--- src/verilog/uart_macros.svh ---
`ifndef UART_MACROS_SVH
`define UART_MACROS_SVH

// data bits per frame
`define UART_DATA_W 8

// parity mode of the line, 0 = even and 1 = odd
`define UART_PARITY_ODD 1'b0

// start + data + parity + stop
`define UART_FRAME_W 11

// tx_clk cycles between two sample ticks
`define UART_CLKS_PER_SAMPLE 2

// sample ticks in one bit time
`define UART_SAMPLES_PER_BIT 8

// flops in the rx line synchronizer
`define UART_SYNC_STAGES 3

`endif

--- src/verilog/uart_frame_pkg.sv ---
`include "uart_macros.svh"

package uart_frame_pkg;

	typedef logic [`UART_DATA_W-1:0] data_t;      // one payload byte

	// field view of a frame, first member is the msb
	typedef struct packed {
		logic  stop;                                // idle level, must read 1
		logic  parity;                              // over data only
		data_t data;                                // lsb goes out first
		logic  start;                               // always 0 on the line
	} frame_fld_t;

	// shift registers use raw, frame build and decode use fld
	typedef union packed {
		logic [`UART_FRAME_W-1:0] raw;              // bit 0 is the first bit on the line
		frame_fld_t               fld;
	} frame_t;

	// parity bit to send for a byte in the configured mode
	function automatic logic calc_parity(input data_t d);
		logic p;
		p = ^d;                                     // even parity bit
		return p ^ `UART_PARITY_ODD;                // inverted for odd mode
	endfunction

endpackage

--- src/verilog/uart_host_pkg.sv ---
package uart_host_pkg;

	// byte handed in by the host with i_tx_valid
	typedef struct packed {
		uart_frame_pkg::data_t data;               // byte to serialize
	} tx_req_t;

	// what the receiver reports with its valid pulse
	typedef struct packed {
		uart_frame_pkg::data_t data;               // received byte
		logic                  parity_error;       // parity bit did not match data
		logic                  frame_error;        // stop bit sampled low
	} rx_result_t;

endpackage

--- src/verilog/uart_baud_gen.sv ---
`include "uart_macros.svh"

module uart_baud_gen (
	input  logic i_tx_clk,
	input  logic i_reset_tx,
	output logic o_sample_tick,
	output logic o_bit_tick
);

	localparam int CLK_CNT_W = $clog2(`UART_CLKS_PER_SAMPLE);
	localparam int SMP_CNT_W = $clog2(`UART_SAMPLES_PER_BIT);
	localparam int BIT_CLKS  = `UART_CLKS_PER_SAMPLE * `UART_SAMPLES_PER_BIT;
	localparam logic [CLK_CNT_W-1:0] CLK_LAST = CLK_CNT_W'(`UART_CLKS_PER_SAMPLE - 1);
	localparam logic [SMP_CNT_W-1:0] SMP_LAST = SMP_CNT_W'(`UART_SAMPLES_PER_BIT - 1);

	logic [CLK_CNT_W-1:0] clk_cnt;                  // cycles inside one sample period
	logic [SMP_CNT_W-1:0] smp_cnt;                  // samples inside one bit time
	logic                 clk_wrap;                 // last cycle of a sample period

	assign clk_wrap = (clk_cnt == CLK_LAST);

	always_ff @(posedge i_tx_clk) begin
		if (i_reset_tx) begin
			clk_cnt       <= '0;
			smp_cnt       <= '0;
			o_sample_tick <= 1'b0;
			o_bit_tick    <= 1'b0;
		end else begin
			o_sample_tick <= clk_wrap;                              // one cycle every 2
			o_bit_tick    <= clk_wrap & (smp_cnt == SMP_LAST);      // every 8th sample
			if (clk_wrap) begin
				clk_cnt <= '0;
				if (smp_cnt == SMP_LAST) begin
					smp_cnt <= '0;
				end else begin
					smp_cnt <= smp_cnt + 1'b1;
				end
			end else begin
				clk_cnt <= clk_cnt + 1'b1;
			end
		end
	end

	// each bit tick comes back one bit time later and lands on a sample tick
	a_bit_period: assert property (@(posedge i_tx_clk) disable iff (i_reset_tx)
		$past(o_bit_tick, BIT_CLKS) |-> (o_bit_tick && o_sample_tick));

endmodule

--- src/verilog/uart_tx.sv ---
`include "uart_macros.svh"

module uart_tx (
	input  logic                   i_tx_clk,
	input  logic                   i_reset_tx,
	input  logic                   i_bit_tick,
	input  logic                   i_tx_valid,
	input  uart_host_pkg::tx_req_t i_tx_req,
	output logic                   o_tx_ready,
	output logic                   o_serial
);

	import uart_frame_pkg::*;

	localparam int BIT_CNT_W = $clog2(`UART_FRAME_W + 1);
	localparam logic [BIT_CNT_W-1:0] LAST_BIT = BIT_CNT_W'(`UART_FRAME_W);

	frame_t               shift_q;                  // frame still to go out, lsb next
	frame_t               frame_d;                  // frame built from the request
	logic                 busy;                     // frame accepted and not yet done
	logic [BIT_CNT_W-1:0] bit_cnt;                  // bits already put on the line
	logic                 accept;                   // valid/ready handshake
	logic                 shift_en;                 // bit boundary during a frame

	assign o_tx_ready = ~busy;
	assign accept     = i_tx_valid & o_tx_ready;
	assign shift_en   = busy & i_bit_tick;

	always_comb begin
		frame_d.fld.start  = 1'b0;
		frame_d.fld.data   = i_tx_req.data;
		frame_d.fld.parity = calc_parity(i_tx_req.data);
		frame_d.fld.stop   = 1'b1;
	end

	always_ff @(posedge i_tx_clk) begin
		if (i_reset_tx) begin
			busy     <= 1'b0;
			bit_cnt  <= '0;
			o_serial <= 1'b1;                       // line idles high
		end else if (accept) begin
			busy    <= 1'b1;                        // ready drops next cycle
			bit_cnt <= '0;
		end else if (shift_en) begin
			if (bit_cnt == LAST_BIT) begin
				busy     <= 1'b0;                   // stop bit has lasted a full bit time
				o_serial <= 1'b1;
			end else begin
				o_serial <= shift_q.raw[0];         // start bit first
				bit_cnt  <= bit_cnt + 1'b1;
			end
		end
	end

	always_ff @(posedge i_tx_clk) begin
		if (accept) begin
			shift_q <= frame_d;
		end else if (shift_en) begin
			shift_q.raw <= {1'b1, shift_q.raw[`UART_FRAME_W-1:1]};    // fill with idle level
		end
	end

	// the line must be idle whenever a new byte can be taken
	a_idle_when_ready: assert property (@(posedge i_tx_clk) disable iff (i_reset_tx)
		o_tx_ready |-> o_serial);

endmodule

--- src/verilog/uart_rx.sv ---
`include "uart_macros.svh"

module uart_rx (
	input  logic                      i_tx_clk,
	input  logic                      i_reset_tx,
	input  logic                      i_sample_tick,
	input  logic                      i_serial,
	output logic                      o_rx_valid,
	output uart_host_pkg::rx_result_t o_rx_result
);

	import uart_frame_pkg::*;

	localparam int SYNC_W    = `UART_SYNC_STAGES;
	localparam int PHASE_W   = $clog2(`UART_SAMPLES_PER_BIT);
	localparam int BIT_IDX_W = $clog2(`UART_FRAME_W);
	localparam logic [PHASE_W-1:0] PHASE_MID = PHASE_W'(`UART_SAMPLES_PER_BIT / 2 - 1);
	localparam logic [PHASE_W-1:0] PHASE_LAST = PHASE_W'(`UART_SAMPLES_PER_BIT - 1);
	localparam logic [BIT_IDX_W-1:0] STOP_IDX = BIT_IDX_W'(`UART_FRAME_W - 1);

	logic [SYNC_W-1:0]    sync_q;                   // line synchronizer, oldest at msb
	logic                 line;                     // synchronized line level
	logic                 line_d;                   // previous level for edge detect
	logic                 start_edge;               // falling edge while idle
	logic                 busy;                     // inside a frame
	logic [PHASE_W-1:0]   phase;                    // sample ticks since bit start
	logic [BIT_IDX_W-1:0] bit_idx;                  // frame bit being sampled
	logic                 mid_sample;               // sample point of the current bit
	frame_t               shift_q;                  // bits sampled so far
	frame_t               frame_in;                 // frame including the current sample
	data_t                rx_data;

	assign line       = sync_q[SYNC_W-1];
	assign start_edge = line_d & ~line & ~busy;
	assign mid_sample = busy & i_sample_tick & (phase == PHASE_MID);
	assign frame_in.raw = {line, shift_q.raw[`UART_FRAME_W-1:1]};   // lsb first, so shift right
	assign rx_data    = frame_in.fld.data;

	always_ff @(posedge i_tx_clk) begin
		if (i_reset_tx) begin
			sync_q <= '1;                           // idle level, no false start
			line_d <= 1'b1;
		end else begin
			sync_q <= {sync_q[SYNC_W-2:0], i_serial};
			line_d <= line;
		end
	end

	always_ff @(posedge i_tx_clk) begin
		if (i_reset_tx) begin
			busy       <= 1'b0;
			phase      <= '0;
			bit_idx    <= '0;
			o_rx_valid <= 1'b0;
		end else begin
			o_rx_valid <= 1'b0;
			if (start_edge) begin
				busy    <= 1'b1;
				phase   <= '0;                      // realign bit timing to the edge
				bit_idx <= '0;
			end else if (busy && i_sample_tick) begin
				phase <= (phase == PHASE_LAST) ? '0 : phase + 1'b1;
				if (phase == PHASE_MID) begin
					if (bit_idx == '0 && line) begin
						busy <= 1'b0;               // start bit gone by mid-bit, glitch
					end else if (bit_idx == STOP_IDX) begin
						busy       <= 1'b0;         // back to idle with the result
						o_rx_valid <= 1'b1;
					end else begin
						bit_idx <= bit_idx + 1'b1;
					end
				end
			end
		end
	end

	always_ff @(posedge i_tx_clk) begin
		if (mid_sample) begin
			shift_q <= frame_in;
		end
		if (mid_sample && bit_idx == STOP_IDX) begin
			o_rx_result.data         <= rx_data;
			o_rx_result.parity_error <= (frame_in.fld.parity != calc_parity(rx_data));
			o_rx_result.frame_error  <= ~frame_in.fld.stop;
		end
	end

	// host has no back-pressure, each result is a single cycle
	a_valid_single: assert property (@(posedge i_tx_clk) disable iff (i_reset_tx)
		o_rx_valid |=> !o_rx_valid);

endmodule

--- src/verilog/uart_top.sv ---
module uart_top (
	input  logic                      tx_clk,
	input  logic                      reset_tx,
	input  logic                      i_tx_valid,
	input  uart_host_pkg::tx_req_t    i_tx_req,
	output logic                      o_tx_ready,
	input  logic                      i_loopback,
	input  logic                      i_rx_serial,
	output logic                      o_serial,
	output logic                      o_rx_valid,
	output uart_host_pkg::rx_result_t o_rx_result
);

	logic sample_tick;                              // 8 per bit time
	logic bit_tick;                                 // frame bit boundary
	logic tx_line;                                  // transmitter output
	logic rx_line;                                  // receiver input after loopback mux

	assign o_serial = tx_line;
	assign rx_line  = i_loopback ? tx_line : i_rx_serial;   // loopback ties tx to rx

	uart_baud_gen u_baud_gen (
		.i_tx_clk      (tx_clk),
		.i_reset_tx    (reset_tx),
		.o_sample_tick (sample_tick),
		.o_bit_tick    (bit_tick)
	);

	uart_tx u_tx (
		.i_tx_clk   (tx_clk),
		.i_reset_tx (reset_tx),
		.i_bit_tick (bit_tick),
		.i_tx_valid (i_tx_valid),
		.i_tx_req   (i_tx_req),
		.o_tx_ready (o_tx_ready),
		.o_serial   (tx_line)
	);

	uart_rx u_rx (
		.i_tx_clk      (tx_clk),
		.i_reset_tx    (reset_tx),
		.i_sample_tick (sample_tick),
		.i_serial      (rx_line),
		.o_rx_valid    (o_rx_valid),
		.o_rx_result   (o_rx_result)
	);

endmodule

--- config.mk ---
export PLATFORM = sky130hd
export DESIGN_NAME = uart_top
export DESIGN_NICKNAME = d
export VERILOG_FILES = /design/src/verilog/uart_frame_pkg.sv /design/src/verilog/uart_host_pkg.sv /design/src/verilog/uart_baud_gen.sv /design/src/verilog/uart_tx.sv /design/src/verilog/uart_rx.sv /design/src/verilog/uart_top.sv
export VERILOG_INCLUDE_DIRS = /design/src /design/src/verilog
export SDC_FILE = /design/constraint.sdc
export NUM_CORES = 1
export LEC_CHECK = 0
export BUFFER_PORTS_ARGS = -buffer_cell sky130_fd_sc_hd__buf_2
export CAP_MARGIN = 25
export CORE_ASPECT_RATIO = 0.9
export CORE_UTILIZATION = 35
export CTS_CLUSTER_SIZE = 16
export DETAILED_ROUTE_END_ITERATION = 10
export PLACE_DENSITY_LB_ADDON = 0.05
export SLEW_MARGIN = 20
export SYNTH_ARGS = -nofsm -noshare
export SYNTH_HDL_FRONTEND = slang
export SYNTH_SLANG_ARGS = --single-unit
--- constraint.sdc ---
create_clock -name tx_clk -period 2.4 [get_ports tx_clk]
set_input_delay 0.24 -clock tx_clk [delete_from_list [all_inputs] [get_ports tx_clk]]
set_output_delay 0.24 -clock tx_clk [all_outputs]
set_load 0.02 [all_outputs]
# Word level (Yosys, flattened, before mapping)
# Index checks and enable logic that the tools add are counted.
[classes] n_addsub=5 n_eq_ne=6 muxes=15 bitwise_logic=16 n_reduce_logical=20
[op_table] operator="2-to-1 mux 10 bit" count=2
[op_table] operator="parity 8 bit" count=2
[op_table] operator="2-to-1 mux 1 bit" count=11
[op_table] operator="inverter 1 bit" count=9
[op_table] operator="adder 4 x 1 -> 4 bit, second input constant" count=2
[op_table] operator="equality test 4 bit, second input constant" count=2
[op_table] operator="nonzero test 2 bit" count=4
[op_table] operator="bitwise AND 1 bit" count=7
[op_table] operator="adder 3 x 1 -> 3 bit, second input constant" count=2
[op_table] operator="equality test 3 bit, second input constant" count=2
[op_table] operator="2-to-1 mux 3 bit" count=2
[op_table] operator="AND reduction 2 bit" count=3
[op_table] operator="OR reduction 2 bit" count=3
[op_table] operator="OR reduction 5 bit" count=1
[op_table] operator="logical NOT 4 bit" count=1
[op_table] operator="AND reduction 4 bit" count=1
[op_table] operator="equality test 3 x 2 -> 1 bit, second input constant" count=1
[op_table] operator="logical AND 1 bit" count=3
[op_table] operator="AND reduction 3 bit" count=1
[op_table] operator="nonzero test 3 bit" count=1
[op_table] operator="adder 1 bit, second input constant" count=1
[op_table] operator="inequality test 1 bit" count=1
[totals] ff_bits=56 input_bits=13 out_inout_bits=13 word_cells=81

# Longest topological paths before layout
[depth] depth_word=6 mapped_depth=7 depth_no_buf=7

# Cells and area by module
# A second synthesis with hierarchy kept.
[hier_totals] cells_unflattened=189 hier_area_um2=2214.6
[modules_own_cells] module="uart_rx" instances=1 cells_per_inst=88 area_per_inst_um2=1207.4 seq_area_each_um2=830.8
[modules_own_cells] module="uart_tx" instances=1 cells_per_inst=82 area_per_inst_um2=779.5 seq_area_each_um2=410.4
[modules_own_cells] module="uart_baud_gen" instances=1 cells_per_inst=18 area_per_inst_um2=212.7 seq_area_each_um2=120.1
[modules_own_cells] module="uart_top" instances=1 cells_per_inst=1 area_per_inst_um2=15.0 seq_area_each_um2=0.0

# Worst setup path after synthesis
# OpenSTA, ideal clock, no wires.
[synth_timing] kind="reg2reg" startpoint="reg u_rx.phase[0]" endpoint="reg u_rx.o_rx_result[0] (netlist name)" setup_ps=390 arrival_time_ps=1561 t_required_ps=2010 path_slack_ps=449 path_stages_with_launch=5 n_path_buf=0 period_less_slack_ps=1951 cell_sequence="dfxtp_1 > ha_1 > ha_1 > nand3_2 > nor3_1"
[synth_via] elab_chain_len=3
[synth_lines] element="start: declaration" line="uart_rx.sv:26" source="logic [PHASE_W-1:0] phase;"
[synth_lines] element="start signal: assignment" line="uart_rx.sv:62" source="phase <= (phase == PHASE_LAST) ? '0 : phase + 1'b1;"
[synth_lines] element="equality test 3 x 2 -> 1 bit" line="uart_rx.sv:35" source="assign mid_sample = busy & i_sample_tick & (phase == PHASE_MID);"
[synth_lines] element="bitwise AND 1 bit" line="uart_rx.sv:35"
[synth_lines] element="logical AND 1 bit" line="uart_rx.sv:81" source="if (mid_sample && bit_idx == STOP_IDX) begin"
# No other way between the ends.
# A chain may end at the register's enable or synchronous reset.

# Worst setup path after layout
[layout_timing] startpoint="reg u_rx.phase[0]" endpoint="reg u_rx.bit_idx[3]"
[layout_via] elab_chain_len=2
[layout_lines] element="equality test 3 x 2 -> 1 bit" line="uart_rx.sv:63" source="if (phase == PHASE_MID) begin"
[layout_lines] element="AND reduction 4 bit (no line)"
[layout_lines] element="end signal: assignment" line="uart_rx.sv:70" source="bit_idx <= bit_idx + 1'b1;"
[layout_lines] element="end: declaration" line="uart_rx.sv:27" source="logic [BIT_IDX_W-1:0] bit_idx;"
# No other way between the ends.

==> metrics <==
IR Drop Worst-Case VDD 0.000241 V; core area 0.00611 mm^2; sw frac 0.232; Initial Utilization 0.364; Cell Chain, Critical Path ha_1 > ha_1 > nand3_2 > inv_1 > nand4_1 > xor2_1 > nor2_1; GRT Resource Usage Total 0.125; Hold WC Path Type in -> reg; Int Power 1.23 mW; Crit Path Class reg -> reg; CTS Buffer Depth 2; ys async rst share 0; Root Driver clkbuf_8; clock transition at the registers of the reported paths 90 ps; WL final 3710 um; Fin Setup TNS 0 ps; required time of the critical path 2610 ps; Least-Margin Pin Slew 472 ps; clk_lat worst skew 310 ps; Buf/Inv on CP 1; Final Total Pwr 1.60 mW; status completed; hold_ws 149 ps; vias per inst 4.65; area of the multi-input gates 783 um^2; Yosys top cell area share 0.378; synth top area cells edfxtp_1 38%, dfxtp_1 23%, xnor2_1 5.5%; most numerous cell on the critical path ha_1; Yosys warning total 0; Pleak 0.953 nW; final hold vios 0; Chip Height 77.7 um; Fmax 0.567 GHz; Synth top cells by count 28 x edfxtp_1, 26 x dfxtp_1, 17 x nor2_1; Arr. time, crit path 1970 ps; mapped cell area 0.00223 mm^2; CP max FO 13; Reg power frac 0.620; Synth area leader edfxtp_1; global-route wire length before repair 6380 um; dpl hpwl 2610 um; FF+latch area 0.00136 mm^2; layout cell share with drive strength beyond 1 0.204; fin crit share 0.734; H-tree levels 2; Final #Nets 237; CP top delay family buffers and inverters; Post-synth EDFFs 28; hold buffers post-CTS 0; fin crit period 1760 ps; Cells after Synth 188; gr ovfl total 0; Max-Cap Viols 0; Post-CTS Resized 0; Slew HR 0.685; max incr delay on CP 400 ps; combinational power share 0.053; RD Place Congestion 0.773; TritonCTS clock tree done; std cell rows 27; vias in the first global route 1410; fillcell total 581; CP endpoint kind flip-flop; IO buf count 25; io pins 26; TritonRoute pass-1 iters 4; Post-CTS Setup Bufs 0; Crit-path slowest cell inv_1; Num CTS Buffers 5; Routed Antenna Nets 0; initial antenna violation count 0; die area 0.00668 mm^2; non-filler cells, final 303; total number of vias 1410; sequential fraction of the synthesis area 0.612; NetSw 0.372 mW; Area Growth Syn to Fin 13.3%; Placed Instances 295; DRC viols 0; Synthesized Nets 210; number of diodes 0; Die Span X 86.1 um; crit path launch type flip-flop; clock power share 0.328; Final WS setup 637 ps; DR iter-0 viols 92; dpl ws 666 ps; Final setup viols 0; most frequent cell after synthesis edfxtp_1; number of synthesized register bits 54; Slew Limit Fails 0; DR WL/cell 12.2 um; Primary FF master, synth edfxtp_1; pwr dens 637 mW/mm^2; largest net degree at the start of global routing 19; Mean Syn Cell Area 11.8 um^2; RSZ-0062 raised after global routing no; Clock Skew 9.18 ps; clock sink count 54; library cells used by synthesis 38
-- worst reg2reg max path: cells and delay by family (launching register included) --
kind                     cells  cell delay [ps]
buffers and inverters        1              400
flip-flops                   1              370
AND/OR/NAND/NOR              3              370
adder cells (fa/ha/maj)      2              360
XOR/XNOR                     1              160
-- path summary, 6_finish.rpt --
| check | endpoint | slack [ps] | depth (start not counted) | startpoint |
|---|---|---|---|---|
| max | u_rx.bit_idx[3]$_SDFFE_PP0P_ | 640 | 7 | u_rx.phase[0]$_SDFFE_PP0P_ |
| min | u_rx.sync_q[0]$_SDFF_PP1_ | 150 | 2 | i_loopback |
| max reg2reg | u_rx.bit_idx[3]$_SDFFE_PP0P_ | 640 | 7 | u_rx.phase[0]$_SDFFE_PP0P_ |
| min reg2reg | u_rx.sync_q[2]$_SDFF_PP1_ | 420 | 1 | u_rx.sync_q[1]$_SDFF_PP1_ |
-- per-layer routing --
metal  global-route usage  wire length [um]  up-vias
met3               0.0287               142        7
met4               0.0617                74        0
met2                0.202              1700       35
met1                0.156              1790      664
met5                    0                 0        -
li1                     -                 -      704
-- kinds of logic (layout without fill, tap and decap cells) --
family | Yosys count | count (layout) | share of synthesized area
AOI/OAI and AO/OA | 30 | 30 | 0.0826
xor gates and xnor gates | 18 | 18 | 0.0708
adders and majority gates | 9 | 9 | 0.0506
buffers and inverters | 16 | 44 | 0.0365
DFF | 54 | 54 | 0.612
muxes | 4 | 4 | 0.0180
and+or+nand+nor | 57 | 57 | 0.130
-- state kept, by name, indices dropped and copies added (netlist names) --
register	cells
u_baud_gen.clk_cnt	1
u_baud_gen.o_bit_tick	1
u_baud_gen.o_sample_tick	1
u_baud_gen.smp_cnt	3
u_rx.bit_idx	4
u_rx.busy	1
u_rx.line_d	1
u_rx.o_rx_result	10
u_rx.o_rx_valid	1
u_rx.phase	3
u_rx.shift_q	9
u_rx.sync_q	3
u_tx.bit_cnt	4
u_tx.busy	1
u_tx.o_serial	1
u_tx.shift_q	10
-- cell type report --
cell class / instances / area share
sequential: 54 / 0.540
tap: 87 / 0.0432
multi-input combinational: 118 / 0.311
clock inverter: 3 / 0.00993
inverter: 9 / 0.0134
timing repair buffer: 27 / 0.0556
clock buffer: 5 / 0.0273
-- power by group through the flow --
stage | Combinational, mW | Sequential, mW | Clock (mW)
final | 0.0843 | 0.995 | 0.526
after global routing | 0.0948 | 0.997 | 0.588
after CTS | 0.0850 | 0.995 | 0.550
after detailed placement | 0.0842 | 1.02 | 0
after global placement | 0.0826 | 1.02 | 0
after floorplan | 0.0630 | 1.01 | 0
-- placed cells by master (no fill, tap or decap), types with 2 or more instances in the layout --
| cell | instances |
|---|---|
| buf_2 | 25 |
| nand4_1 | 2 |
| nor2b_1 | 3 |
| nor3_1 | 2 |
| clkbuf_8 | 5 |
| a211oi_1 | 2 |
| nand2_1 | 10 |
| nor3b_1 | 3 |
| mux2i_1 | 4 |
| ha_1 | 9 |
| inv_1 | 9 |
| nand3_1 | 8 |
| xnor2_1 | 14 |
| a21oi_1 | 10 |
| o21ai_0 | 9 |
| or2_2 | 4 |
| xor2_1 | 4 |
| dfxtp_1 | 26 |
| a22o_1 | 2 |
| buf_4 | 2 |
| nor2_1 | 17 |
| edfxtp_1 | 28 |
-- metrics by stage --
stage | instance area, um^2 | utilization
finish | 2520 | 0.412
global route | 2520 | 0.412
CTS | 2520 | 0.412
detailed placement | 2430 | 0.397
global placement | 2430 | 0.397
floorplan | 2230 | -
No activity file was read; power rests on OpenSTA's default activity.
